===== src/include/tcb_lite_settings.svh =====
// tcb-lite memory build settings for bus width, address space and addressing mode

`ifndef TCB_LITE_SETTINGS_SVH
`define TCB_LITE_SETTINGS_SVH

// bytes per bus word
`define TCB_BYT 4

// byte address width
`define TCB_ADR_W 10

// memory size in bytes
`define TCB_MEM_SIZE (2**`TCB_ADR_W)

// bank row address width, word part of the byte address
`define TCB_ROW_W (`TCB_ADR_W - $clog2(`TCB_BYT))

// addressing mode
// 0 selects log-size transfers, 1 selects per-lane byte enables
`define TCB_MODE 0

`endif

===== src/rtl/tcb_dump_pkg.sv =====
// dump engine types for the memory hex-dump sequencer

package tcb_dump_pkg;

    ////////////////////////////////////////
    // dump sequencer states
    ////////////////////////////////////////

    typedef enum logic [1:0] {
        // waiting for a start pulse
        DMP_IDLE = 2'd0,
        // one array read per cycle
        DMP_READ = 2'd1,
        // final word on its way out
        DMP_LAST = 2'd2
    } dump_state_e;

endpackage : tcb_dump_pkg


===== src/rtl/tcb_dump_fsm.sv =====
// dump sequencer FSM that runs one array read per cycle over a word range

`timescale 1ns/10ps

module tcb_dump_fsm
    import tcb_dump_pkg::*;
(
    input  logic tcb,
    input  logic rst_n,
    input  logic dump_start,
    // counter handshake
    input  logic at_last,
    output logic load,
    output logic step,
    // array read enable
    output logic dump_re,
    // status and word strobes
    output logic dump_busy,
    output logic dump_vld,
    output logic dump_done
);

    dump_state_e state;
    dump_state_e state_nxt;

    ////////////////////////////////////////
    // state transitions
    ////////////////////////////////////////

    always_comb begin
        state_nxt = state;
        case (state)
            DMP_IDLE: if (dump_start) state_nxt = DMP_READ;
            DMP_READ: if (at_last) state_nxt = DMP_LAST;
            DMP_LAST: state_nxt = DMP_IDLE;
            default:  state_nxt = DMP_IDLE;
        endcase
    end

    always_ff @(posedge tcb) begin
        if (!rst_n) begin
            state <= DMP_IDLE;
        end else begin
            state <= state_nxt;
        end
    end

    // start only counts while idle
    assign load      = (state == DMP_IDLE) && dump_start;
    assign dump_re   = (state == DMP_READ);
    assign step      = dump_re && !at_last;
    assign dump_busy = (state != DMP_IDLE);

    // strobes trail the read by the array latency
    always_ff @(posedge tcb) begin
        if (!rst_n) begin
            dump_vld  <= 1'b0;
            dump_done <= 1'b0;
        end else begin
            dump_vld  <= dump_re;
            dump_done <= dump_re && at_last;
        end
    end

endmodule : tcb_dump_fsm


===== config.mk =====
export PLATFORM = sky130hd
export DESIGN_NAME = tcb_dump_fsm
export DESIGN_NICKNAME = d
export VERILOG_FILES = /design/src/include/tcb_lite_settings.svh /design/src/rtl/tcb_dump_pkg.sv /design/src/rtl/tcb_dump_fsm.sv
export SDC_FILE = /design/constraint.sdc
export NUM_CORES = 1
export LEC_CHECK = 0
export ABC_AREA = 1
export BUFFER_PORTS_ARGS = -buffer_cell sky130_fd_sc_hd__clkbuf_2
export CORE_AREA = 4 4 41 43
export CTS_CLUSTER_SIZE = 30
export DETAILED_ROUTE_END_ITERATION = 7
export DIE_AREA = 0 0 45 47
export PLACE_DENSITY = 0.35
export SETUP_SLACK_MARGIN = 0.3
export SLEW_MARGIN = 5
export SYNTH_ARGS = -nofsm -noshare
export SYNTH_HDL_FRONTEND = slang
export SYNTH_SLANG_ARGS = --single-unit
export TNS_END_PERCENT = 100

===== constraint.sdc =====
create_clock -name tcb -period 1.9 [get_ports tcb]
set_input_delay 0.38 -clock tcb [delete_from_list [all_inputs] [get_ports tcb]]
set_output_delay 0.38 -clock tcb [all_outputs]
set_load 0.02 [all_outputs]

==> out/results.txt <==
status -> finished clean
number of buffers and inverters on the critical path -> 2
crit start category -> flop
Initial Utilization -> 11.73%
IO Port Bufs -> 9
Post-CTS Resized -> 0
Via Count -> 147
power dissipated by switching net loads -> 0.06358 mW
Relative slew margins -> 90.38%
Fin. Hold Viols -> 0
count of clock tree sinks -> 4
CTS Buf Count -> 3
Post CTS Setup Buffer Count -> 0
die footprint -> 2115 sq um
Syn Area/Cell -> 8.034 sq um
# DRC -> 0
vias in the first global route -> 148
hold_buf cts -> 0
nets -> 37
max cap viols -> 0
Sequential Power Share -> 38.6%
Clock Power Share -> 45.7%
cell family with most CP delay -> flip-flops
WS Path Type -> reg -> out
fmax -> 742.8 MHz
Finished Core Util -> 18.37%
1st-iter DRT viols -> 1
CTS tree -> done
Netlist cell types -> 8
Reg clk slew, reported paths -> 40 ps
Final Setup Violations -> 0
post-synthesis instance area -> 152.6 sq um
post-place setup slack -> 634.7 ps
warnings from Yosys -> 0
Final Max Tran Viols -> 0
Hold Crit Class -> in -> reg
hold path cells -> 3
# IOs -> 10
post-DP HPWL -> 265.3 um
Clock Skew -> 1.313 ps
largest net degree at the start of global routing -> 5
RSZ-0062 raised after global routing -> no
commonest non-fill, non-tap cells in the layout -> clkbuf_2 (9), inv_1 (7), dfxtp_1 (4)
sequential cell area fraction in the yosys report -> 52.46%
LEAKAGE -> 0.1431 nW
crit-path max cell delay -> 310 ps
H-tree depth -> 1
most common cell after layout, fill and taps aside -> clkbuf_2
share of cells above drive strength 1 -> 51.61%
logic depth of the worst setup path including buffers -> 4
Worst Path Arrival -> 970 ps
Internal -> 0.1723 mW
crit path max fanout -> 2
row cnt -> 13
worst reg-to-reg path cell count -> 3
final antenna-violating net count -> 0
latest clock arrival within the worst-skew pair -> 230 ps
area grow syn2layout -> 56.56%
CP Capture Type -> output pin
Sw Ratio -> 26.96%
Vias/cell -> 3.196
Crit path required time -> 1520 ps
initial antenna violation count -> 0
measured slew at the worst slew-check pin -> 144.2 ps
Gate Count Post-Synth -> 19
first-pass GRT wire length -> 600 um
chip height -> 47 um
Fin Setup TNS -> 0 ps
core area -> 1301 sq um
gr ovfl total -> 0
Seq cells post-synth -> 4
Post-Syn Nets -> 23
CTS max path bufs -> 2
post-layout min period -> 1346 ps
clk root buf -> clkbuf_4
final setup margin -> 553.8 ps
Gate power share -> 15.8%
worst IR drop on VDD -> 0.0002646 V
Die Wd -> 45 um
Total Routing Usage GR -> 4.509%
power per cell area -> 986.8 nW/um^2
fin crit share -> 70.85%
drt first pass iters -> 2
CP cell instances -> nor2_2, nand2_2, inv_1, clkbuf_2
global placer's final weighted congestion -> 0.5840
total wire length -> 342 um
critical path's slowest cell -> dfxtp_1
post-DR wirelength/cell -> 7.435 um
diode count -> 0
power by group through the flow:
| stage | logic, mW | registers [mW] | clock network, mW |
|---|---|---|---|
| 2_1_floorplan | 0.0223 | 0.0944 | 0 |
| 3_3_place_gp | 0.0374 | 0.0922 | 0 |
| 3_5_place_dp | 0.0375 | 0.0923 | 0 |
| 4_1_cts | 0.0377 | 0.0910 | 0.111 |
| 5_1_grt | 0.0429 | 0.0912 | 0.119 |
| 6_report | 0.0372 | 0.0909 | 0.108 |
metal layers:
layer	vias to the layer above	wire length [um]	share of wire (%)	global-route usage [%]
met2	11	92	27	4.237
met4	0	0	0	3.509
met3	0	68	20	4.981
met1	58	181	53	5.251
li1	78	-	-	-
met5	-	0	0	0
layout make-up:
cell class	count	area (sq um)
clock buffer	3	22.52
inverter	7	26.28
tap	15	18.77
fill	148	1062
multi-input combinational	8	46.29
sequential	4	80.08
timing repair buffer	9	45.04
cells in the mapped netlist (all sizes together):
cell type  n  area share, %
a21oi      1            5.7
nand3      1            3.3
nor2       2            6.6
nor3       2            6.6
nand2      2            8.2
dfxtp      4             52
inv        7             17
sequential cells by signal, indices dropped and copies added (netlist names):
signal	flops
dump_done	1
dump_vld	1
state	2
kinds of logic (layout without fill, tap and decap cells):
group                  Yosys count  in the layout  share of synthesized area (%)
AOI/OAI and AO/OA                1              1                          5.739
DFF                              4              4                          52.46
buffers and inverters            7             19                          17.22
and+or+nand+nor                  7              7                          24.59
tightest hold or removal path, cell delays in order:
cell	delay [ps]
clkbuf_2	90
nand2_2	70
a21oi_2	50
stage by stage:
step / cells / hold WS (ps) / instance area (sq um) / total power, mW
4_1_cts: 46 / 396.8 / 239.0 / 0.2395
2_1_floorplan: 19 / 484.0 / 152.6 / 0.1167
5_1_grt: 46 / 415.8 / 239.0 / 0.2528
3_5_place_dp: 43 / 508.4 / 216.5 / 0.1298
3_3_place_gp: 43 / 502.7 / 216.5 / 0.1297
6_report: 46 / 400.6 / 239.0 / 0.2358
final timing paths:
check | slack (ps) | endpoint | from
setup / recovery | 550 | load | state[1]$_SDFFE_PN0P_
hold / removal | 400 | state[0]$_SDFFE_PN0P_ | dump_start
setup reg to reg | 1190 | state[0]$_SDFFE_PN0P_ | state[1]$_SDFFE_PN0P_
hold reg to reg | 510 | dump_vld$_SDFF_PN0_ | state[0]$_SDFFE_PN0P_
No activity file was read; power rests on OpenSTA's default activity.
