[src/include/tcb_lite_settings.svh]
// tcb-lite memory build settings for bus width, address space and addressing mode

`ifndef TCB_LITE_SETTINGS_SVH
`define TCB_LITE_SETTINGS_SVH

// bytes per bus word
`define TCB_BYT 4

// byte address width
`define TCB_ADR_W 10

// memory size in bytes
`define TCB_MEM_SIZE (2**`TCB_ADR_W)

// bank row address width, word part of the byte address
`define TCB_ROW_W (`TCB_ADR_W - $clog2(`TCB_BYT))

// addressing mode
// 0 selects log-size transfers, 1 selects per-lane byte enables
`define TCB_MODE 0

`endif
[src/rtl/tcb_dump_counter.sv]
// dump word address counter with wraparound and a last-word flag

`timescale 1ns/10ps
`include "tcb_lite_settings.svh"

module tcb_dump_counter (
    input  logic                  tcb,
    input  logic                  rst_n,
    // control from the FSM
    input  logic                  load,
    input  logic                  step,
    // run range, word indices
    input  logic [`TCB_ROW_W-1:0] first,
    input  logic [`TCB_ROW_W-1:0] last,
    // current row and end flag
    output logic [`TCB_ROW_W-1:0] row,
    output logic                  at_last
);

    // end of range, held for the whole run
    logic [`TCB_ROW_W-1:0] last_q;

    // row wraps at the top of the array
    always_ff @(posedge tcb) begin
        if (!rst_n) begin
            row <= '0;
        end else if (load) begin
            row <= first;
        end else if (step) begin
            row <= row + 1'b1;
        end
    end

    always_ff @(posedge tcb) begin
        if (load) begin
            last_q <= last;
        end
    end

    // a range with last below first runs through the wrap
    assign at_last = (row == last_q);

endmodule : tcb_dump_counter

[config.mk]
export PLATFORM = sky130hd
export DESIGN_NAME = tcb_dump_counter
export DESIGN_NICKNAME = d
export VERILOG_FILES = /design/src/rtl/tcb_dump_counter.sv
export VERILOG_INCLUDE_DIRS = /design/src /design/src/include
export SDC_FILE = /design/constraint.sdc
export NUM_CORES = 1
export LEC_CHECK = 0
export BUFFER_PORTS_ARGS = -buffer_cell sky130_fd_sc_hd__buf_2
export CORE_MARGIN = 2
export CORE_UTILIZATION = 50
export DETAILED_ROUTE_END_ITERATION = 8
export PLACE_DENSITY_LB_ADDON = 0.08
export SLEW_MARGIN = 20
export SYNTH_ARGS = -nofsm -noshare
export SYNTH_HDL_FRONTEND = slang
export SYNTH_SLANG_ARGS = --single-unit
[constraint.sdc]
create_clock -name tcb -period 2.6 [get_ports tcb]
set_input_delay 0.52 -clock tcb [delete_from_list [all_inputs] [get_ports tcb]]
set_output_delay 0.52 -clock tcb [all_outputs]
set_load 0.005 [all_outputs]
==> results of run 1 <==
## cell type report
class,count,area [um^2],share of cell area
Timing Repair Buffer,28,140,0.148
Clock inverter,1,3.75,0.00397
Multi-Input combinational cell,52,354,0.375
Clock buffer,3,22.5,0.0238
Sequential cell,16,400,0.424
Tap cell,16,20.0,0.0212
Inverter,1,3.75,0.00397
## through the flow
step	instance area, um^2	hold slack [ns]	util	setup WS, ns
finish	945	0.414	0.634	0.836
global route	945	0.397	0.634	0.710
CTS	945	0.405	0.634	0.812
detailed placement	918	0.552	0.617	1.06
global placement	918	0.546	0.617	1.09
floorplan	778	0.528	-	1.26
## worst min-delay path by stage
stage	start	endpoint	slack [ns]	cells past startpoint
floorplan	row[6]$_SDFFE_PN0P_	row[6]$_SDFFE_PN0P_	0.53	2
finish	last[0]	last_q[0]$_DFFE_PP_	0.41	1
CTS	last[7]	last_q[7]$_DFFE_PP_	0.40	1
global route	last[1]	last_q[1]$_DFFE_PP_	0.40	1
global placement	row[6]$_SDFFE_PN0P_	row[6]$_SDFFE_PN0P_	0.55	2
detailed placement	row[5]$_SDFFE_PN0P_	row[5]$_SDFFE_PN0P_	0.55	2
## kinds of logic after synthesis
group                      after synthesis  share of synthesized area
adders and majority gates                1                     0.0161
DFF                                     16                      0.514
AOI/OAI and AO/OA                       15                      0.106
muxes                                    1                     0.0129
xor gates and xnor gates                12                      0.135
and+or+nand+nor                         23                      0.185
buffers and inverters                    4                     0.0305
## state kept, by name, indices dropped and copies added (netlist names)
name,flops
last_q,8
row,8
## critical path, delay by kind of cell (launching register included)
kind / cells / cell delay (ns)
flip-flops: 1 / 0.51
AND/OR/NAND/NOR: 2 / 0.18
XOR/XNOR: 1 / 0.16
buffers and inverters: 1 / 0.11
## layout by cell type (no fill, tap or decap), drive strengths merged
master,n
o211a,1
nand3b,1
and2,3
o21ai,10
edfxtp,8
nor3b,1
buf,28
inv,1
nand4,5
and4b,1
clkinv,1
ha,1
or3,2
clkbuf,3
nand3,4
or4,1
mux2i,1
a31oi,2
xor2,2
nand2,3
xnor2,10
nor2,1
a21oi,2
dfxtp,8
nand2b,1
## metal layers
layer  part of all wire  routed length [um]  global-route usage  vias to the layer above
met5                  0                   0                   0                        -
met4              0.013                  19              0.0545                        0
met3              0.067                  97              0.0417                        2
met2               0.43                 628               0.254                       23
met1               0.49                 705               0.229                      297
li1                   -                   -                   -                      323
## cells in the mapped netlist
master / instances
edfxtp_1: 8
mux2i_1: 1
a21oi_1: 2
nor3b_1: 1
and2_2: 1
buf_6: 1
inv_1: 1
o211a_1: 1
dfxtp_1: 8
nor2_1: 1
and2_1: 2
or3_1: 2
nand4_1: 4
a31oi_1: 2
nand2b_1: 1
xnor2_1: 10
clkbuf_1: 1
o21ai_0: 10
nand2_1: 3
nand3_1: 4
or4_1: 1
and4b_1: 1
ha_1: 1
clkbuf_2: 1
xor2_1: 2
nand3b_1: 1
nand4_2: 1
## power by group through the flow
stage          combinational [mW]  sequential [mW]  clock, mW
2_1_floorplan              0.0425            0.306          0
3_3_place_gp               0.0677            0.311          0
3_5_place_dp               0.0692            0.311          0
4_1_cts                    0.0696            0.305      0.137
5_1_grt                    0.0787            0.308      0.146
6_report                   0.0687            0.305      0.132
==> run metrics, run 1 <==
total chip power a little over 500 uW; Final Skew roughly 0.0076 ns; CP endpoint at_last; total negative setup slack 0 ns; core area 1490 um^2; switching share of power 0.248; largest net degree at the start of global routing 20; port bufs 28; Worst R2R Path Depth 3; Vias 645; DR iter-0 viols 10; DRC viols 0; number of hold-repair buffers added at the cts stage 0; CTS buffer count 3; CP peak stage delay 0.51 ns; Leak 0.394 nW; Final Cycle Share 0.679; status finished clean; power per cell area 535 nW/um^2; area leader, netlist edfxtp_1; Slowest-stage cell, CP dfxtp_1; Die Y 43.5 um; path type of the worst min-delay path in2reg; Mean Syn Cell Area 10.8 um^2; Worst R2R Start row[2]$_SDFFE_PN0P_; Netlist cell types 27; final hold viol count 0; CTS resizes 0; Initial Util 0.523; Seq cells post-synth 16; R2R Setup Slk 1.23 ns; nets@finish 123; RSZ-0062 raised after global routing no; CP max FO 7; Fmax 567 MHz; Yosys warnings 0; die area approximately 1900 um^2; CTS tree built; layout cells sized above 1 0.327; post-synthesis instance area 778 um^2; Cells after Synth 72; fin cells 117; clock latency at the later pin of the worst-skew pair about 0.28 ns; CP required 2.08 ns; P_sw approximately 130 uW; CTS sink cnt 16; Max Root-Sink Buffers 2; combinational power share 0.136; Clk pwr share 0.261; critical path type reg2out; post-CTS setup repair buffer count 0; Overflow after GRT 0; Top Ports 29; reg2reg end row[7]$_SDFFE_PN0P_; post-synth top area share 0.309; Reg clk slew, reported paths 0.10 ns; Final setup viols 0; register area share after synthesis 0.514; initial antenna violation count 0; first-pass GRT wire length about 2300 um; sequential share of power 0.603; total wire length 1450 um; Final Wtd Congestion 0.716; Syn-to-layout area delta 21.4%; max cap viols 0; gr usage total 0.165; FP Rows 14; root buffer cell clkbuf_4; Ant. Diodes 0; slew margin rel. 0.788; Critical Path Start row[2]$_SDFFE_PN0P_; Setup crit start kind flip-flop; crit path cell chain xnor2_1 > nand4_1 > nor2_1 > buf_2; Antenna Nets Post-Route 0; die width roughly 43 um; Syn Nets just over 90; mean number of vias per cell 5.51; Detailed Routing Iterations Pass 1 4; vias in the first global route 521; Least-Margin Pin Slew 0.318 ns; # fillers 131; DR WL/cell 12.4 um; P_int between 300 and 400 uW; Inst Count DP 113; dominant cells by area after synthesis edfxtp_1 (31%), dfxtp_1 (21%), xnor2_1 (11%); H-tree depth 1; max-slew violation count 0; crit path capture type output port; min Tclk post-route 1.76 ns; Worst VDD drop 0.000348 V; Arrival @ worst endpoint 1.24 ns
Power figures use the tool's default switching activity.
==> inputs of run 2 (changes only) <==
--- a/config.mk
+++ b/config.mk
@@ -6,9 +6,10 @@
 export SDC_FILE = /design/constraint.sdc
 export NUM_CORES = 1
 export LEC_CHECK = 0
+export ABC_AREA = 1
 export BUFFER_PORTS_ARGS = -buffer_cell sky130_fd_sc_hd__buf_2
 export CORE_MARGIN = 2
-export CORE_UTILIZATION = 50
+export CORE_UTILIZATION = 47
 export DETAILED_ROUTE_END_ITERATION = 8
 export PLACE_DENSITY_LB_ADDON = 0.08
 export SLEW_MARGIN = 20
==> constraint.sdc (replaced) <==
create_clock -name tcb -period 1.8 [get_ports tcb]
set_input_delay 0.36 -clock tcb [delete_from_list [all_inputs] [get_ports tcb]]
set_output_delay 0.36 -clock tcb [all_outputs]
set_load 0.005 [all_outputs]
==> run 2 against run 1 <==
Utilization is 4.1 points lower; cell area is 6.1% higher; highest routed layer unchanged; critical path type unchanged; non-clock buffer count increased by 1; final cell count rose by 17%; critical endpoint unchanged; largest cell class unchanged; worst setup slack worse by 0.65 ns.
==> run metrics, run 2 <==
Inst Count DP 133 (+18%); initial antenna violation count 0 (unchanged); Syn-to-layout area delta 22.3%; most common cell in the netlist nand2_1; dominant cells by area after synthesis edfxtp_1 (29%), dfxtp_1 (20%), xnor2_1 (8.5%); combinational power share 0.147 (+0.011); hold path startpoint last[5]; Least-Margin Pin Slew 0.285 ns (-0.0333 ns); Netlist cell types 24 (-11%); Yosys warnings 0 (unchanged); gr usage total 0.195 (+0.0302); switching share of power 0.252 (+0.00305); Final setup viols 0 (unchanged); clock latency at the later pin of the worst-skew pair 0.28 ns (about the same); Ant. Diodes 0 (unchanged); commonest non-fill, non-tap cell in the layout buf_2; P_int 547 uW (+44%); Arrival @ worst endpoint 1.26 ns (+0.02 ns); Top Ports 29 (unchanged); multi-input combinational cell area 373 um^2 (+5.3%); first-pass GRT wire length 2770 um (+19%); die area 2090 um^2 (+11%); Layout Utilization 0.593 (-0.0411); Cells after Synth 89 (+24%); mean number of vias per cell 5.26 (-4.7%); setup ws final 0.185 ns (-0.651 ns); DRC viols 0 (unchanged); CTS sink cnt 16 (unchanged); CTS buffer count 3 (unchanged); min Tclk post-route 1.62 ns; max cap viols 0 (unchanged); Initial Util 0.485 (-0.0375); P_sw 184 uW (+46%); status finished clean; Final Skew 0.00302 ns (-0.00458 ns); Seq cells post-synth 16 (unchanged); DR WL/cell 12.5 um (+0.76%); WHS Endpoint last_q[5]$_DFFE_PP_; CTS tree built; core area 1690 um^2 (+13%); Die Y 45.8 um (+5.3%); Mean Syn Cell Area 9.21 um^2 (-15%); reg2reg end row[6]$_SDFFE_PN0P_; area leader, netlist edfxtp_1; Reg clk slew, reported paths 0.09 ns (about the same); most frequent cells in the layout buf_2 (28), nand2_1 (14), xnor2_1 (8), edfxtp_1 (8), dfxtp_1 (8); Overflow after GRT 0 (unchanged); total wire length 1710 um (+18%); register area share after synthesis 0.489 (-0.0259); nets@finish 142 (+15%); post-CTS setup repair buffer count 0 (unchanged); CP max FO 8 (+1); most frequent cells after synthesis nand2_1 (14), dfxtp_1 (8), edfxtp_1 (8), xnor2_1 (8), inv_1 (7); Place WS 0.499 ns (-0.557 ns); total chip power 730 uW (+44%); R2R Setup Slk 0.52 ns (-0.71 ns); CP required 1.44 ns (-0.64 ns); biggest regs last_q: 8 flops, row: 8 flops; root buffer cell clkbuf_4; Syn Nets 110 (+18%); Worst VDD drop 0.000404 V (+16%); total negative setup slack 0 ns (unchanged); CTS resizes 0 (unchanged); Final Wtd Congestion 0.799 (+12%); crit path capture type output port; port bufs 28 (unchanged); Vias 720 (+12%); post-synthesis instance area 820 um^2 (+5.3%); Final Cycle Share 0.897; DR iter-0 viols 6 (-4); vias in the first global route 642 (+23%); largest net degree at the start of global routing 11 (-45%); slew margin rel. 0.810 (+0.0219); Async SR Flop Fraction 0 (unchanged); max-slew violation count 0 (unchanged); # fillers 160 (+22%); Fmax 619 MHz; path type of the worst min-delay path in2reg; register area 400 um^2 (unchanged); H-tree depth 1 (unchanged); post-synth top area share 0.293 (-0.0156); Leak 0.419 nW (+6.4%); die width 45.8 um (+5.3%); Worst R2R Start row[0]$_SDFFE_PN0P_; number of hold-repair buffers added at the cts stage 0 (unchanged); FP Rows 15 (+1); fin cells 137 (+17%); sequential share of power 0.599 (-0.004); power per cell area 729 nW/um^2 (+36%); Antenna Nets Post-Route 0 (unchanged); Worst R2R Path Depth 7 (+4); top_reg_cell synth edfxtp_1; Setup crit start kind flip-flop; layout cells sized above 1 0.358 (+0.0316); critical path type reg2out; RSZ-0062 raised after global routing no; Detailed Routing Iterations Pass 1 4 (unchanged); Max Root-Sink Buffers 2 (unchanged); Clk pwr share 0.254 (-0.007); WHS Path Cells 1 (unchanged); Post-synth EDFFs 8 (unchanged); dpl hpwl 1350 um; final hold viol count 0 (unchanged)
-- run 2: cell types whose count changed in the layout (fill, tap and decap cells not counted), moves of 3 or more --
cell     before  now
nand2_1       3   14
o21ai_1       0    3
a22oi_1       0    5
nor2_1        1    4
nor2_2        0    3
inv_1         1    7
o21ai_0      10    2
a21oi_1       2    6
-- run 2: kinds of logic after synthesis --
kind of cell,synth area share
buf+inv,0.0565
xor+xnor,0.0962
flops,0.489
compound gates,0.133
fa+ha+maj,0.0153
simple gates,0.211
-- run 2: per-stage QoR --
step	area [um^2]	hold WS [ns]
2_1_floorplan	820	0.458
3_3_place_gp	976	0.536
3_5_place_dp	976	0.538
4_1_cts	1000	0.238
5_1_grt	1000	0.234
6_report	1000	0.248
-- run 2: metal layers --
metal,vias up,global-route usage,part of all wire
li1,365,-,-
met1,332,0.235,0.44
met2,21,0.330,0.50
met3,2,0.0238,0.053
met4,0,0.120,0.011
met5,-,0,0
-- run 2: final cells by class --
class	instances	share of cell area
Clock inverter	1	0.00375
Sequential cell	16	0.400
Multi-Input combinational cell	62	0.372
Clock buffer	3	0.0225
Timing Repair Buffer	29	0.147
Inverter	9	0.0337
Tap cell	17	0.0212
-- run 2: power by group through the flow --
| stage | logic, mW | clock network [mW] | registers [mW] |
|---|---|---|---|
| 3_5_place_dp | 0.109 | 0 | 0.446 |
| 5_1_grt | 0.120 | 0.212 | 0.442 |
| 4_1_cts | 0.109 | 0.195 | 0.437 |
| 6_report | 0.107 | 0.186 | 0.437 |
| 3_3_place_gp | 0.106 | 0 | 0.444 |
| 2_1_floorplan | 0.0633 | 0 | 0.440 |
-- run 2: critical path, cell delays in order, from the launching register on --
cell	delay (ns)
dfxtp_1	0.48
xnor2_1	0.15
nand4_1	0.12
nor2_1	0.11
buf_2	0.11
-- run 2: worst max path at each step --
stage / endpoint / slack [ns] / from / depth (start not counted)
5_1_grt: at_last / 0.08 / row[5]$_SDFFE_PN0P_ / 4
2_1_floorplan: at_last / 0.63 / row[5]$_SDFFE_PN0P_ / 4
6_report: at_last / 0.18 / row[5]$_SDFFE_PN0P_ / 4
3_3_place_gp: at_last / 0.50 / row[5]$_SDFFE_PN0P_ / 4
3_5_place_dp: at_last / 0.50 / row[5]$_SDFFE_PN0P_ / 4
4_1_cts: at_last / 0.17 / row[5]$_SDFFE_PN0P_ / 4
==> inputs of run 3 (changes only) <==
--- a/config.mk
+++ b/config.mk
@@ -11,7 +11,7 @@
 export CORE_MARGIN = 2
 export CORE_UTILIZATION = 47
 export DETAILED_ROUTE_END_ITERATION = 8
-export PLACE_DENSITY_LB_ADDON = 0.08
+export PLACE_DENSITY = 0.76
 export SLEW_MARGIN = 20
 export SYNTH_ARGS = -nofsm -noshare
 export SYNTH_HDL_FRONTEND = slang
==> run 3 against run 2 <==
Combinational power barely moved; non-clock buffer count fell by 1; power up 0.54%; first-iteration DRC count up 100%; largest cell class unchanged.
==> run metrics, run 3 (synthesis results as in run 2) <==
gr usage total 0.162 (-0.0335); Syn-to-layout area delta 21.4%; Layout Utilization 0.589 (-0.00444); total wire length 1580 um (-7.9%); path type of the worst min-delay path in2reg; R2R Setup Slk 0.52 ns (about the same); Die Y 45.8 um (unchanged); most frequent cells in the layout buf_2 (28), nand2_1 (14), xnor2_1 (8), edfxtp_1 (8), dfxtp_1 (8); Least-Margin Pin Slew 0.374 ns (+0.0893 ns); Final Wtd Congestion 0.834 (+4.5%); DRC viols 0 (unchanged); Max Used Layer met4; Fmax 611 MHz (-1.2%); nets@finish 141 (-0.70%); H-tree depth 1 (unchanged); Arrival @ worst endpoint 1.28 ns (+0.02 ns); dpl hpwl 1240 um (-8.2%); Detailed Routing Iterations Pass 1 4 (unchanged); Initial Util 0.485 (unchanged); Final Cycle Share 0.909 (+0.0113); final hold viol count 0 (unchanged); clock latency at the later pin of the worst-skew pair 0.28 ns (about the same); CTS resizes 0 (unchanged); status finished clean; CP required 1.44 ns (about the same); vias in the first global route 597 (-7.0%); Reg clk slew, reported paths 0.09 ns (about the same); Max Root-Sink Buffers 2 (unchanged); DR WL/cell 11.6 um (-7.3%); Final Skew 0.00288 ns (-0.000142 ns); max-slew violation count 0 (unchanged); slew margin rel. 0.751 (-0.0592); initial antenna violation count 0 (unchanged); layout cells sized above 1 0.353 (-0.00539); Leak 0.414 nW (-1.1%); Clk pwr share 0.262 (+0.008); Vias 720 (unchanged); met3 WL post-DR 93 um (+3.3%); Setup crit start kind flip-flop; core area 1690 um^2 (unchanged); root buffer cell clkbuf_4; port bufs 28 (unchanged); P_sw 189 uW (+2.8%); min Tclk post-route 1.64 ns (+0.0204 ns); number of hold-repair buffers added at the cts stage 0 (unchanged); routed wl met2 768 um (-10%); die width 45.8 um (unchanged); combinational power share 0.142 (-0.005); Ant. Diodes 0 (unchanged); sequential share of power 0.595 (-0.004); RSZ-0062 raised after global routing no; crit path capture type output port; FP Rows 15 (unchanged); largest net degree at the start of global routing 19 (+8); CTS sink cnt 16 (unchanged); total negative setup slack 0 ns (unchanged); Metal-1 WL 699 um (-6.2%); critical path type reg2out; fin cells 136 (-0.73%); switching share of power 0.257 (+0.00560); power per cell area 738 nW/um^2 (+1.3%); instance area after placement 968 um^2 (-0.77%); Inst Count DP 132 (-0.75%); Worst VDD drop 0.000505 V (+25%); Top Ports 29 (unchanged); Antenna Nets Post-Route 0 (unchanged); first-pass GRT wire length 2420 um (-12%); post-CTS setup repair buffer count 0 (unchanged); CP max FO 8 (unchanged); Overflow after GRT 0 (unchanged); DR iter-0 viols 12 (+6); commonest non-fill, non-tap cell in the layout buf_2; Post-Layout Inst Area 995 um^2 (-0.75%); die area 2090 um^2 (unchanged); CTS tree built; max cap viols 0 (unchanged); CTS buffer count 3 (unchanged); P_int 545 uW (-0.21%); Final setup viols 0 (unchanged); mean number of vias per cell 5.29 (+0.74%); biggest regs last_q: 8 flops, row: 8 flops
-- run 3: power by group through the flow --
stage / Clock (mW) / Combinational [mW] / Sequential (mW)
detailed placement: 0 / 0.105 / 0.445
finish: 0.193 / 0.105 / 0.437
floorplan: 0 / 0.0633 / 0.440
CTS: 0.194 / 0.106 / 0.437
global route: 0.202 / 0.116 / 0.441
global placement: 0 / 0.103 / 0.444
-- run 3: critical path, cell delays in order (launching register included) --
cell     delay (ns)
dfxtp_1        0.49
xnor2_1        0.16
nand4_1        0.10
nor2_1         0.12
buf_2          0.12
-- run 3: metal layers --
layer | up-vias | track usage
met1 | 321 | 0.215
li1 | 364 | -
met4 | 0 | 0.0514
met5 | - | 0
met2 | 30 | 0.270
met3 | 5 | 0.0238
-- run 3: final cells by class --
cell class	instances	area, um^2
fillers	153	694
flip-flops and latches	16	400
multi-input cells	62	373
repair buffers	28	140
inverters	9	33.8
clock buffers	3	22.5
well taps	17	21.3
clock inverters	1	3.75
-- run 3: worst paths after layout --
kind	endpoint	depth (start not counted)	from
setup / recovery	at_last	4	row[5]$_SDFFE_PN0P_
hold / removal	last_q[2]$_DFFE_PP_	1	last[2]
setup reg to reg	row[6]$_SDFFE_PN0P_	7	row[1]$_SDFFE_PN0P_
hold reg to reg	row[4]$_SDFFE_PN0P_	2	row[4]$_SDFFE_PN0P_
-- run 3: metrics by stage --
step / total power [mW] / worst slack, ns / hold slack (ns)
floorplan: 0.503 / 0.628 / 0.458
detailed placement: 0.550 / 0.492 / 0.539
finish: 0.734 / 0.164 / 0.243
CTS: 0.737 / 0.173 / 0.245
global placement: 0.548 / 0.496 / 0.536
global route: 0.758 / 0.0739 / 0.242
