<file path="config.mk">
export PLATFORM = sky130hd
export DESIGN_NAME = tcb_lite_lane_map
export DESIGN_NICKNAME = d
export VERILOG_FILES = /design/src/rtl/tcb_lite_pkg.sv /design/src/rtl/tcb_lite_lane_map.sv
export VERILOG_INCLUDE_DIRS = /design/src /design/src/include
export SDC_FILE = /design/constraint.sdc
export NUM_CORES = 1
export LEC_CHECK = 0
export ABC_CLOCK_PERIOD_IN_PS = 2300
export BUFFER_PORTS_ARGS = -buffer_cell sky130_fd_sc_hd__buf_2
export CORE_ASPECT_RATIO = 0.9
export CORE_UTILIZATION = 44
export CTS_BUF_LIST = sky130_fd_sc_hd__clkbuf_8
export DETAILED_ROUTE_END_ITERATION = 7
export GPL_ROUTABILITY_DRIVEN = 0
export MAX_ROUTING_LAYER = met4
export PLACE_DENSITY_LB_ADDON = 0.2
export RECOVER_POWER = 100
export REMOVE_ABC_BUFFERS = 1
export SETUP_SLACK_MARGIN = 0.02
export SKIP_LAST_GASP = 1
export SYNTH_ARGS = -nofsm -noshare
export SYNTH_HDL_FRONTEND = slang
export SYNTH_SLANG_ARGS = --single-unit
</file>
<file path="constraint.sdc">
create_clock -name tcb -period 2.3 [get_ports tcb]
set_clock_uncertainty 0.05 [all_clocks]
set_input_delay 0.23 -clock tcb [delete_from_list [all_inputs] [get_ports tcb]]
set_output_delay 0.23 -clock tcb [all_outputs]
set_load 0.05 [all_outputs]
</file>
<file path="src/include/tcb_lite_settings.svh">
// tcb-lite memory build settings for bus width, address space and addressing mode

`ifndef TCB_LITE_SETTINGS_SVH
`define TCB_LITE_SETTINGS_SVH

// bytes per bus word
`define TCB_BYT 4

// byte address width
`define TCB_ADR_W 10

// memory size in bytes
`define TCB_MEM_SIZE (2**`TCB_ADR_W)

// bank row address width, word part of the byte address
`define TCB_ROW_W (`TCB_ADR_W - $clog2(`TCB_BYT))

// addressing mode
// 0 selects log-size transfers, 1 selects per-lane byte enables
`define TCB_MODE 0

`endif
</file>
<file path="src/rtl/tcb_lite_pkg.sv">
// tcb-lite bus types shared by the memory front end and its top level

package tcb_lite_pkg;

    ////////////////////////////////////////
    // transfer size
    ////////////////////////////////////////

    // log2 of the byte count of a transfer
    // only used in log-size mode
    typedef enum logic [1:0] {
        // single byte
        SIZ_1 = 2'd0,
        // halfword
        SIZ_2 = 2'd1,
        // full 32-bit word
        SIZ_4 = 2'd2
    } tcb_siz_e;

    // 2'd3 is not a legal size here
    // a request with it would map 8 bytes onto 4 lanes

endpackage : tcb_lite_pkg

</file>
<file path="src/rtl/tcb_lite_lane_map.sv">
// tcb-lite lane mapper that rotates bus bytes onto memory banks and back

`timescale 1ns/10ps
`include "tcb_lite_settings.svh"

module tcb_lite_lane_map
    import tcb_lite_pkg::*;
(
    input  logic                                tcb,
    input  logic                                rst_n,
    // bus request
    input  logic                                vld,
    input  logic                                wen,
    input  logic [`TCB_ADR_W-1:0]               adr,
    input  tcb_siz_e                            siz,
    input  logic [`TCB_BYT-1:0]                 byt,
    input  logic [`TCB_BYT-1:0][7:0]            wdt,
    // bank side
    output logic [`TCB_BYT-1:0]                 bank_we,
    output logic [`TCB_BYT-1:0][`TCB_ROW_W-1:0] bank_row,
    output logic [`TCB_BYT-1:0][7:0]            bank_wdat,
    output logic [`TCB_BYT-1:0]                 bank_re,
    input  logic [`TCB_BYT-1:0][7:0]            bank_rdat,
    // bus response
    output logic                                rsp_vld,
    output logic [`TCB_BYT-1:0][7:0]            rdt
);

    localparam int LNW = $clog2(`TCB_BYT);

    // byte offset inside the word and the word row
    logic [LNW-1:0]        off;
    logic [`TCB_ROW_W-1:0] row;
    // number of bytes in a log-size transfer
    logic [LNW:0]          cnt;
    // per-bank select
    logic [`TCB_BYT-1:0]   sel;
    logic                  rd;
    // read context held for the response cycle
    logic [LNW-1:0]        rot_q;
    logic [`TCB_BYT-1:0]   sel_q;

    assign off = adr[LNW-1:0];
    assign row = adr[`TCB_ADR_W-1:LNW];
    assign cnt = (LNW+1)'(1) << siz;
    assign rd  = vld & ~wen;

    ////////////////////////////////////////
    // request side
    ////////////////////////////////////////

    for (genvar k = 0; k < `TCB_BYT; k++) begin : g_bank
        // transfer byte that lands in bank k
        logic [LNW-1:0] idx;
        assign idx = LNW'(k) - off;
        if (`TCB_MODE == 0) begin : g_log
            assign sel[k]       = ({1'b0, idx} < cnt);
            assign bank_wdat[k] = wdt[idx];
        end else begin : g_byt
            assign sel[k]       = byt[k];
            assign bank_wdat[k] = wdt[k];
        end
        // lanes below the offset sit in the next word, wraps at the top
        assign bank_row[k] = (LNW'(k) < off) ? row + 1'b1 : row;
    end

    assign bank_we = {`TCB_BYT{vld & wen}} & sel;
    assign bank_re = {`TCB_BYT{rd}} & sel;

    ////////////////////////////////////////
    // response side
    ////////////////////////////////////////

    always_ff @(posedge tcb) begin
        if (!rst_n) begin
            rsp_vld <= 1'b0;
        end else begin
            rsp_vld <= rd;
        end
    end

    // byte-enable lanes are not rotated
    always_ff @(posedge tcb) begin
        if (rd) begin
            rot_q <= (`TCB_MODE == 0) ? off : '0;
            sel_q <= sel;
        end
    end

    // rotate banks back onto bus lanes, unselected lanes read zero
    for (genvar j = 0; j < `TCB_BYT; j++) begin : g_lane
        logic [LNW-1:0] src;
        assign src    = LNW'(j) + rot_q;
        assign rdt[j] = sel_q[src] ? bank_rdat[src] : 8'h00;
    end

endmodule : tcb_lite_lane_map

</file>
==> reports/qor.yml, run 1 <==
synthesis:
  synthXorXnorAreaFrac_pct: 6.481
  yosys.cell_types.count: 32
  synthCells: 224
  synthMuxAreaShare_pct: 57.28
  async_reset_ff_share_pct: 0
  synth_warnings: 0
  netlist_area_um2: 2838
  yosysMostFrequentCell: "mux4_2"
  ys_top_cells_by_area: "mux4_2, edfxtp_1, nor2b_1"
  synth_top_family_by_area: "multiplexers"
  synth_compound_area_share_pct: 1.587
  synth_area_per_cell_um2: 12.67
  synth_commonest_cells: "mux4_2, nor2b_1, xnor2_1"
  synth_top_area_share_pct: 49.21
  yosys.area_share.adder_pct: 2.205
  ys_seq_elements: 7
  synth-simple-area-share_pct: 16.01
  synth_top_area_cell: "mux4_2"
  synth_edf_count: 6
  yosysSeqAreaShare_pct: 7.055
  synthFlopType: "edfxtp_1"
floorplanning:
  coreArea_um2: 6182
  die_area_um2: 6775
  row_count: 27
  design.portCount: 189
  die_w_um: 86.65
  die_y_um: 78.19
  initial_utilization_pct: 45.90
setup_path:
  cp_slowest_stage_delay_ns: 0.42
  path_cells: "buf_12 > mux2_4 > mux2i_4 > nor2b_2 > clkbuf_2"
  crit_cells: 5
  critPathKind: "flip-flop to output pin"
  cp_max_fo: 24
  critPathRequiredTime_ns: 2.02
  worst-path-buf-inv: 2
  crit_family: "multiplexers"
  endpoint_kind: "output pin"
  arrival_ns: 1.93
  crit_slowest_cell: "edfxtp_1"
  setup.worst_path.start_class: "flip-flop"
pwr:
  combinationalPowerShare_pct: 82.5
  seqPwrFrac_pct: 8.4
  irDropWorstVdd_mv: 0.2680
  power_density_nw_per_um2: 493.6
  p_sw_share_pct: 59.01
  p_switching_mw: 1.083
  fin_total_pwr_mw: 1.835
  clock_power_share_pct: 9.0
  internal_power_mw: 0.7523
  p_leak_nw: 1.568
placed_design:
  portBuffers: 184
  dp_hpwl_mm: 6.029
drt:
  final_antenna_net_count: 0
  wl_per_cell_um: 15.51
  vias_per_cell: 5.531
  firstDrtPassIters: 5
  route.detailed.drc: 0
  num_vias: 2644
  drt-total-wl_mm: 7.412
  drtIter0Drc: 130
cells_and_area:
  drive_gt1_share_pct: 60.61
  fin_nets: 481
  syn2layout_area_growth_pct: 31.04
  final-seq-area_um2: 200.2
  nFillCells: 565
  n_antenna_cell: 0
  multiInputGateArea_um2: 2371
timing:
  rsz0062_at_grt: "false"
  maxSlewViolCount: 0
  period_minus_slack_ns: 2.210
  hold_viol: 0
  max_freq_mhz: 452.5
  setup_tns_ns: 0
  fin_crit_sh_pct: 96.08
  worst_pin_slew_ns: 0.6382
  finalSetupViolations: 0
  max_slew_margin_pct: 57.64
grt:
  antenna_found_initial: 0
  grt_usage_pct: 21.67
  grt_pass1_wl_mm: 11.46
  grt_pass1_vias: 2496
  grt_overflow: 0
  grt_max_degree: 37
clock_network:
  ctsHtreeMaxLevel: 1
  root_buffer: "clkbuf_8"
  cts_tree: "yes"
  cts_num_sinks: 7
  cts_hold_buffers: 0
  clk_pin_slew_ns: 0.04
  cts_buffer_depth: 2
  cts_made_buffers: 3
job:
  maxCapViolations: 0
hold_path:
  hp-start: "rst_n"
  worstHoldPathType: "primary input to flip-flop"
  worstHoldEndpoint: "rsp_vld"
  holdPathStages: 2
run_status:
  status: "finished clean"
[metrics by stage]
stage                     instance area, µm²  setup WS [ns]  cells  utilization, %  hold WS [ns]
after floorplan                         2586        -0.6880    192               -        0.2789
after global placement                  3716         0.3264    473           60.11        0.3793
after detailed placement                3716         0.3080    473           60.11        0.3889
after CTS                               3761        0.06675    477           60.84        0.1538
after global routing                    3719        0.01359    478           60.15        0.1951
final                                   3719        0.09005    478           60.15        0.1603
[metal layers]
layer	global-route usage (%)	up-vias	part of all wire, %
li1	-	1220	-
met1	25.62	1276	36
met2	40.32	140	56
met3	2.103	8	7.2
met4	4.000	0	0.92
met5	-	-	0
[placed cells by master (no fill, tap or decap)]
| master | n |
|---|---|
| xnor2_1 | 12 |
| mux2i_4 | 4 |
| xor2_1 | 9 |
| nor2b_4 | 4 |
| nor2_1 | 7 |
| nor2b_1 | 23 |
| nand4_1 | 5 |
| nand4b_1 | 1 |
| nand2b_1 | 6 |
| dfxtp_1 | 1 |
| ha_1 | 5 |
| edfxtp_1 | 6 |
| and3_1 | 1 |
| mux4_2 | 62 |
| buf_2 | 93 |
| nor2b_2 | 7 |
| mux2_4 | 2 |
| buf_12 | 3 |
| buf_4 | 6 |
| mux2_2 | 5 |
| and2_0 | 2 |
| clkbuf_8 | 3 |
| inv_1 | 5 |
| o21bai_1 | 2 |
| nand3_1 | 1 |
| clkbuf_2 | 47 |
| a21oi_1 | 6 |
| mux4_1 | 2 |
| clkbuf_1 | 46 |
| or2_2 | 1 |
| nand2_1 | 8 |
| nor3_1 | 6 |
[power groups by stage]
stage / combinational (mW) / sequential [mW] / clock [mW]
floorplan: 1.09 / 0.187 / 0
global placement: 1.51 / 0.156 / 0
detailed placement: 1.52 / 0.157 / 0
CTS: 1.53 / 0.155 / 0.171
global route: 1.59 / 0.156 / 0.174
finish: 1.51 / 0.155 / 0.166
[layout make-up]
cell class	count	area share, %
multi-input combinational	181	63.76
timing repair buffer	195	26.31
sequential	7	5.384
tap	87	2.927
clock buffer	3	1.110
inverter	4	0.4038
clock inverter	1	0.1009
[cells by family after synthesis]
| kind of cell | Yosys count |
|---|---|
| simple gates | 72 |
| mux | 75 |
| fa+ha+maj | 5 |
| xor+xnor | 21 |
| compound gates | 8 |
| flops | 7 |
| buf+inv | 36 |
[state kept, by name, summed over array words and instances, names as in the netlist]
name     cells
sel_q        4
rot_q        2
rsp_vld      1
[repair_timing]
| action | CTS | global route |
|---|---|---|
| endpoints found under the setup margin | 0 | 4 |
| resized for setup | 0 | 0 |
| buffers inserted | 0 | 1 |
[worst max path at each step]
| stage | to | from | slack (ns) |
|---|---|---|---|
| CTS | rdt[2] | rot_q[0] | 0.07 |
| floorplan | rdt[16] | rot_q[0] | -0.69 |
| detailed placement | rdt[2] | rot_q[0] | 0.31 |
| finish | rdt[30] | rot_q[0] | 0.09 |
| global placement | rdt[5] | rot_q[0] | 0.33 |
| global route | bank_wdat[18] | adr[0] | 0.01 |
Note: power is estimated with default switching activity, not from simulation.
==> inputs of run 2 (changes only) <==
--- a/config.mk
+++ b/config.mk
@@ -6,7 +6,7 @@
 export SDC_FILE = /design/constraint.sdc
 export NUM_CORES = 1
 export LEC_CHECK = 0
-export ABC_CLOCK_PERIOD_IN_PS = 2300
+export ABC_CLOCK_PERIOD_IN_PS = 2500
 export BUFFER_PORTS_ARGS = -buffer_cell sky130_fd_sc_hd__buf_2
 export CORE_ASPECT_RATIO = 0.9
 export CORE_UTILIZATION = 44
==> constraint.sdc (replaced) <==
create_clock -name tcb -period 2.5 [get_ports tcb]
set_clock_uncertainty 0.05 [all_clocks]
set_input_delay 0.25 -clock tcb [delete_from_list [all_inputs] [get_ports tcb]]
set_output_delay 0.25 -clock tcb [all_outputs]
set_load 0.05 [all_outputs]
==> run 2 against run 1 <==
Non-clock buffer count down 2; clock power down 11%; core utilization down 0.53 points; design area down 0.87%; die area unchanged; hold slack better by 0.017 ns; critical path depth unchanged; via count up 0.26%.
==> reports/qor.yml, run 2 (synthesis gave the netlist of run 1 again) <==
run_status:
  status: "finished clean"
timing:
  max_freq_mhz: 439.1
  worst_slack_ns: 0.2228  # +0.1328 ns
  maxSlewViolCount: 0  # unchanged
  fin_crit_sh_pct: 91.09
  hold_ws_ns: 0.1770  # +0.01678 ns
  hold_viol: 0  # unchanged
  worst_pin_slew_ns: 0.6526  # +0.01443 ns
  setup_tns_ns: 0  # unchanged
  finalSetupViolations: 0  # unchanged
  rsz0062_at_grt: "false"
  period_minus_slack_ns: 2.277
  max_slew_margin_pct: 56.68  # -0.96 points
placed_design:
  place_inst: 472  # -0.21%
  place_area_um2: 3721  # +0.13%
  dpl_worst_slack_ns: 0.3932  # +0.08520 ns
  dp_hpwl_mm: 5.907  # -2.0%
  portBuffers: 184  # unchanged
cells_and_area:
  largest_reg_flops: 4  # unchanged
  drive_gt1_share_pct: 56.30  # -4.3 points
  final_cell_area_um2: 3686  # -0.87%
  fin_nets: 479  # -0.42%
  mostFrequentLayoutCells: "buf_2, mux4_2, clkbuf_1"
  final_common_cell: "buf_2"
  n_antenna_cell: 0  # unchanged
  fin_cells: 476  # -0.42%
  top_register: "sel_q"
  syn2layout_area_growth_pct: 29.89
  utilization_pct: 59.62  # -0.53 points
  top_regs: "sel_q: 4 flops, rot_q: 2 flops, rsp_vld: 1 flops"
grt:
  grt_pass1_vias: 2575  # +3.2%
  grt_usage_pct: 22.03  # +0.36 points
  antenna_found_initial: 0  # unchanged
  grt_max_degree: 37  # unchanged
  grt_pass1_wl_mm: 11.63  # +1.4%
  grt_overflow: 0  # unchanged
drt:
  drtIter0Drc: 97  # -25%
  firstDrtPassIters: 4  # -1
  final_antenna_net_count: 0  # unchanged
  num_vias: 2651  # +0.26%
  route.detailed.drc: 0  # unchanged
  drt-total-wl_mm: 7.266  # -2.0%
  wl_met1_mm: 2.763  # +4.1%
  routed.top_layer: "met4"
  wl_per_cell_um: 15.26  # -1.6%
  vias_per_cell: 5.569  # +0.69%
  dr_wl_met2_mm: 3.872  # -6.8%
  met3_wirelength_um: 566  # +5.8%
setup_path:
  startpoint: "rot_q[0]"
  endpoint_kind: "output pin"
  critPathKind: "flip-flop to output pin"
  arrival_ns: 1.98  # +0.05 ns
  critPathRequiredTime_ns: 2.20  # +0.18 ns
  crit_end: "rdt[3]"
  setup.worst_path.start_class: "flip-flop"
  cp_max_fo: 16  # -33%
clock_network:
  postCtsSetupBuffers: 0  # unchanged
  cts_made_buffers: 3  # unchanged
  cts_tree: "yes"
  cts_hold_buffers: 0  # unchanged
  clk_pin_slew_ns: 0.04  # about the same
  ctsHtreeMaxLevel: 1  # unchanged
  cts_num_sinks: 7  # unchanged
  root_buffer: "clkbuf_8"
  post_cts.resized_instances: 0  # unchanged
  cts_buffer_depth: 2  # unchanged
floorplanning:
  row_count: 27  # unchanged
  die_area_um2: 6775  # unchanged
  design.portCount: 189  # unchanged
  die_w_um: 86.65  # unchanged
  initial_utilization_pct: 45.90  # unchanged
  die_y_um: 78.19  # unchanged
  coreArea_um2: 6182  # unchanged
pwr:
  p_leak_nw: 1.513  # -3.5%
  irDropWorstVdd_mv: 0.2312  # -14%
  power_density_nw_per_um2: 453.2  # -8.2%
  fin_total_pwr_mw: 1.670  # -9.0%
job:
  maxCapViolations: 0  # unchanged
hold_path:
  worstHoldPathType: "primary input to flip-flop"
run 2: cell types whose count changed in the layout (fill, tap and decap cells not counted), sizes merged:
cell,previous run,this run
clkbuf,96,100
buf,102,96
run 2: how the worst min path moves through the flow:
| stage | cells after the start | to | slack (ns) | from |
|---|---|---|---|---|
| floorplan | 0 | rot_q[0] | 0.30 | adr[0] |
| global placement | 2 | rsp_vld | 0.40 | rst_n |
| detailed placement | 2 | rsp_vld | 0.41 | rst_n |
| CTS | 2 | rsp_vld | 0.17 | rst_n |
| global route | 2 | rsp_vld | 0.18 | rst_n |
| finish | 2 | rsp_vld | 0.18 | rst_n |
run 2: routing by layer:
metal | track usage, % | up-vias
met5 | - | -
met4 | 4.000 | 0
met3 | 3.996 | 6
met2 | 39.60 | 119
met1 | 26.06 | 1309
li1 | - | 1217
run 2: report_power, final:
part	switching, mW	total [mW]	leakage [nW]	internal [mW]
registers	0.00434	0.142	0.0648	0.138
logic	0.945	1.38	1.42	0.435
clock network	0.0425	0.148	0.0269	0.106
total	0.991	1.67	1.51	0.679
run 2: area by class of cell:
| type | count | area [µm²] |
|---|---|---|
| Inverter | 4 | 15.01 |
| Sequential cell | 7 | 200.2 |
| Multi-Input combinational cell | 181 | 2371 |
| Clock buffer | 3 | 41.29 |
| Fill cell | 569 | 2496 |
| Tap cell | 87 | 108.9 |
| Clock inverter | 1 | 3.754 |
| Timing Repair Buffer | 193 | 945.9 |
run 2: critical path, cell delays in order, from the launching register on:
cell and delay, ns:
edfxtp_1 0.38, buf_12 0.18, clkbuf_2 0.30, mux4_2 0.54, nor2b_1 0.14, buf_2 0.22
==> inputs of run 3 (changes only) <==
--- a/config.mk
+++ b/config.mk
@@ -11,9 +11,9 @@
 export CORE_ASPECT_RATIO = 0.9
 export CORE_UTILIZATION = 44
 export CTS_BUF_LIST = sky130_fd_sc_hd__clkbuf_8
+export CTS_CLUSTER_SIZE = 25
 export DETAILED_ROUTE_END_ITERATION = 7
 export GPL_ROUTABILITY_DRIVEN = 0
-export MAX_ROUTING_LAYER = met4
 export PLACE_DENSITY_LB_ADDON = 0.2
 export RECOVER_POWER = 100
 export REMOVE_ABC_BUFFERS = 1
==> run 3 against run 2 <==
Maximum frequency is 0.10% higher; core utilization stayed put; via count is 0.57% higher; first-iteration DRC count is 3.1% lower; final cell count stayed put; worst setup slack better by 0.0023 ns; total power hardly changed; hold slack hardly changed; routed wire length is 0.54% lower; non-clock buffer count stayed put; critical endpoint unchanged; sequential share of layout area stayed put; critical path depth stayed put.
==> reports/qor.yml, run 3 (synthesis gave the netlist of run 1 again) <==
floorplanning:
  die_w_um: 86.65  # unchanged
  coreArea_um2: 6182  # unchanged
  row_count: 27  # unchanged
  die_y_um: 78.19  # unchanged
  design.portCount: 189  # unchanged
  die_area_um2: 6775  # unchanged
  initial_utilization_pct: 45.90  # unchanged
clock_network:
  post_cts.resized_instances: 0  # unchanged
  postCtsSetupBuffers: 0  # unchanged
  root_buffer: "clkbuf_8"
  cts_hold_buffers: 0  # unchanged
  clk_pin_slew_ns: 0.04  # about the same
  cts_made_buffers: 3  # unchanged
  cts_buffer_depth: 2  # unchanged
  ctsHtreeMaxLevel: 1  # unchanged
  cts_tree: "yes"
  cts_num_sinks: 7  # unchanged
cells_and_area:
  mostFrequentLayoutCells: "buf_2, mux4_2, clkbuf_1"
  fin_nets: 479  # unchanged
  top_register: "sel_q"
  syn2layout_area_growth_pct: 29.89  # unchanged
  largest_reg_flops: 4  # unchanged
  final_common_cell: "buf_2"
  utilization_pct: 59.62  # unchanged
  n_antenna_cell: 0  # unchanged
  drive_gt1_share_pct: 56.30  # unchanged
  nFillCells: 569  # unchanged
  final_cell_area_um2: 3686  # unchanged
  top_regs: "sel_q: 4 flops, rot_q: 2 flops, rsp_vld: 1 flops"
timing:
  worst_pin_slew_ns: 0.6530  # +0.0003621 ns
  max_freq_mhz: 439.6  # +0.10%
  maxSlewViolCount: 0  # unchanged
  hold_viol: 0  # unchanged
  period_minus_slack_ns: 2.275  # -0.002326 ns
  finalSetupViolations: 0  # unchanged
  fin_crit_sh_pct: 90.99  # -0.093 points
  rsz0062_at_grt: "false"
  max_slew_margin_pct: 56.66  # about the same
grt:
  grt_usage_pct: 21.35  # -0.68 points
  grt_pass1_wl_mm: 11.60  # -0.24%
  grt_pass1_vias: 2582  # +0.27%
  antenna_found_initial: 0  # unchanged
  grt_max_degree: 37  # unchanged
  grt_overflow: 0  # unchanged
hold_path:
  worstHoldEndpoint: "rsp_vld"
  worstHoldPathType: "primary input to flip-flop"
  holdPathStages: 2  # unchanged
  hp-start: "rst_n"
placed_design:
  portBuffers: 184  # unchanged
  place_area_um2: 3721  # unchanged
  dp_hpwl_mm: 5.907  # unchanged
pwr:
  p_leak_nw: 1.513  # unchanged
  power_density_nw_per_um2: 453.0  # about the same
  irDropWorstVdd_mv: 0.2315  # +0.13%
setup_path:
  critPathRequiredTime_ns: 2.20  # about the same
  critPathKind: "flip-flop to output pin"
  arrival_ns: 1.97  # about the same
  endpoint_kind: "output pin"
  setup.worst_path.start_class: "flip-flop"
  startpoint: "rot_q[0]"
  cp_max_fo: 16  # unchanged
job:
  maxCapViolations: 0  # unchanged
drt:
  firstDrtPassIters: 4  # unchanged
  drtIter0Drc: 94  # -3.1%
  route.detailed.drc: 0  # unchanged
  final_antenna_net_count: 0  # unchanged
  vias_per_cell: 5.601  # +0.57%
  drt-total-wl_mm: 7.227  # -0.54%
  num_vias: 2666  # +0.57%
  wl_per_cell_um: 15.18  # -0.54%
run_status:
  status: "finished clean"
-- run 3: cell counts in the layout (fill, tap and decap cells not counted) --
No cell type changed its count.
-- run 3: critical path, cell delays in order (launching register included) --
cell,delay (ns)
edfxtp_1,0.38
buf_12,0.18
clkbuf_2,0.30
mux4_2,0.54
nor2b_1,0.14
buf_2,0.22
-- run 3: worst max-delay path by stage --
stage               slack (ns)            end  depth (start not counted)
floorplan                -0.51        rdt[16]                          3
finish                    0.23         rdt[3]                          5
CTS                       0.29        rdt[26]                          5
global route              0.11         rdt[3]                          5
global placement          0.41  bank_wdat[25]                          5
detailed placement        0.39  bank_wdat[13]                          5
-- run 3: through the flow --
| step | hold slack [ns] | power (mW) | setup slack [ns] | cells | setup TNS [ns] |
|---|---|---|---|---|---|
| 5_1_grt | 0.1821 | 1.754 | 0.1071 | 476 | 0 |
| 3_5_place_dp | 0.4056 | 1.549 | 0.3932 | 472 | 0 |
| 6_report | 0.1772 | 1.670 | 0.2252 | 476 | 0 |
| 4_1_cts | 0.1736 | 1.706 | 0.2889 | 476 | 0 |
| 3_3_place_gp | 0.3998 | 1.540 | 0.4058 | 472 | 0 |
| 2_1_floorplan | 0.2989 | 1.171 | -0.5080 | 192 | -12.34 |
-- run 3: layout make-up --
type | count | area (µm²) | share of cell area (%)
clock buffers | 3 | 41.29 | 1.120
clock inverters | 1 | 3.754 | 0.1018
inverters | 4 | 15.01 | 0.4073
multi-input cells | 181 | 2371 | 64.32
flip-flops and latches | 7 | 200.2 | 5.431
well taps | 87 | 108.9 | 2.953
repair buffers | 193 | 945.9 | 25.66
-- run 3: report_power, final --
group / internal [mW] / switching, mW / total, mW / leakage (nW)
sequential: 0.138 / 0.00440 / 0.142 / 0.0648
clock: 0.106 / 0.0429 / 0.149 / 0.0269
combinational: 0.435 / 0.944 / 1.38 / 1.42
-- run 3: per-layer routing --
layer  routed length, µm  vias up  GRT usage, %  part of all wire, %
li1                    -     1219             -                    -
met1                2604     1307         25.23                   36
met2                3916      134         39.84                   54
met3                 640        6         4.627                  8.9
met4                  66        0         4.000                 0.91
met5                   0        -             0                    0
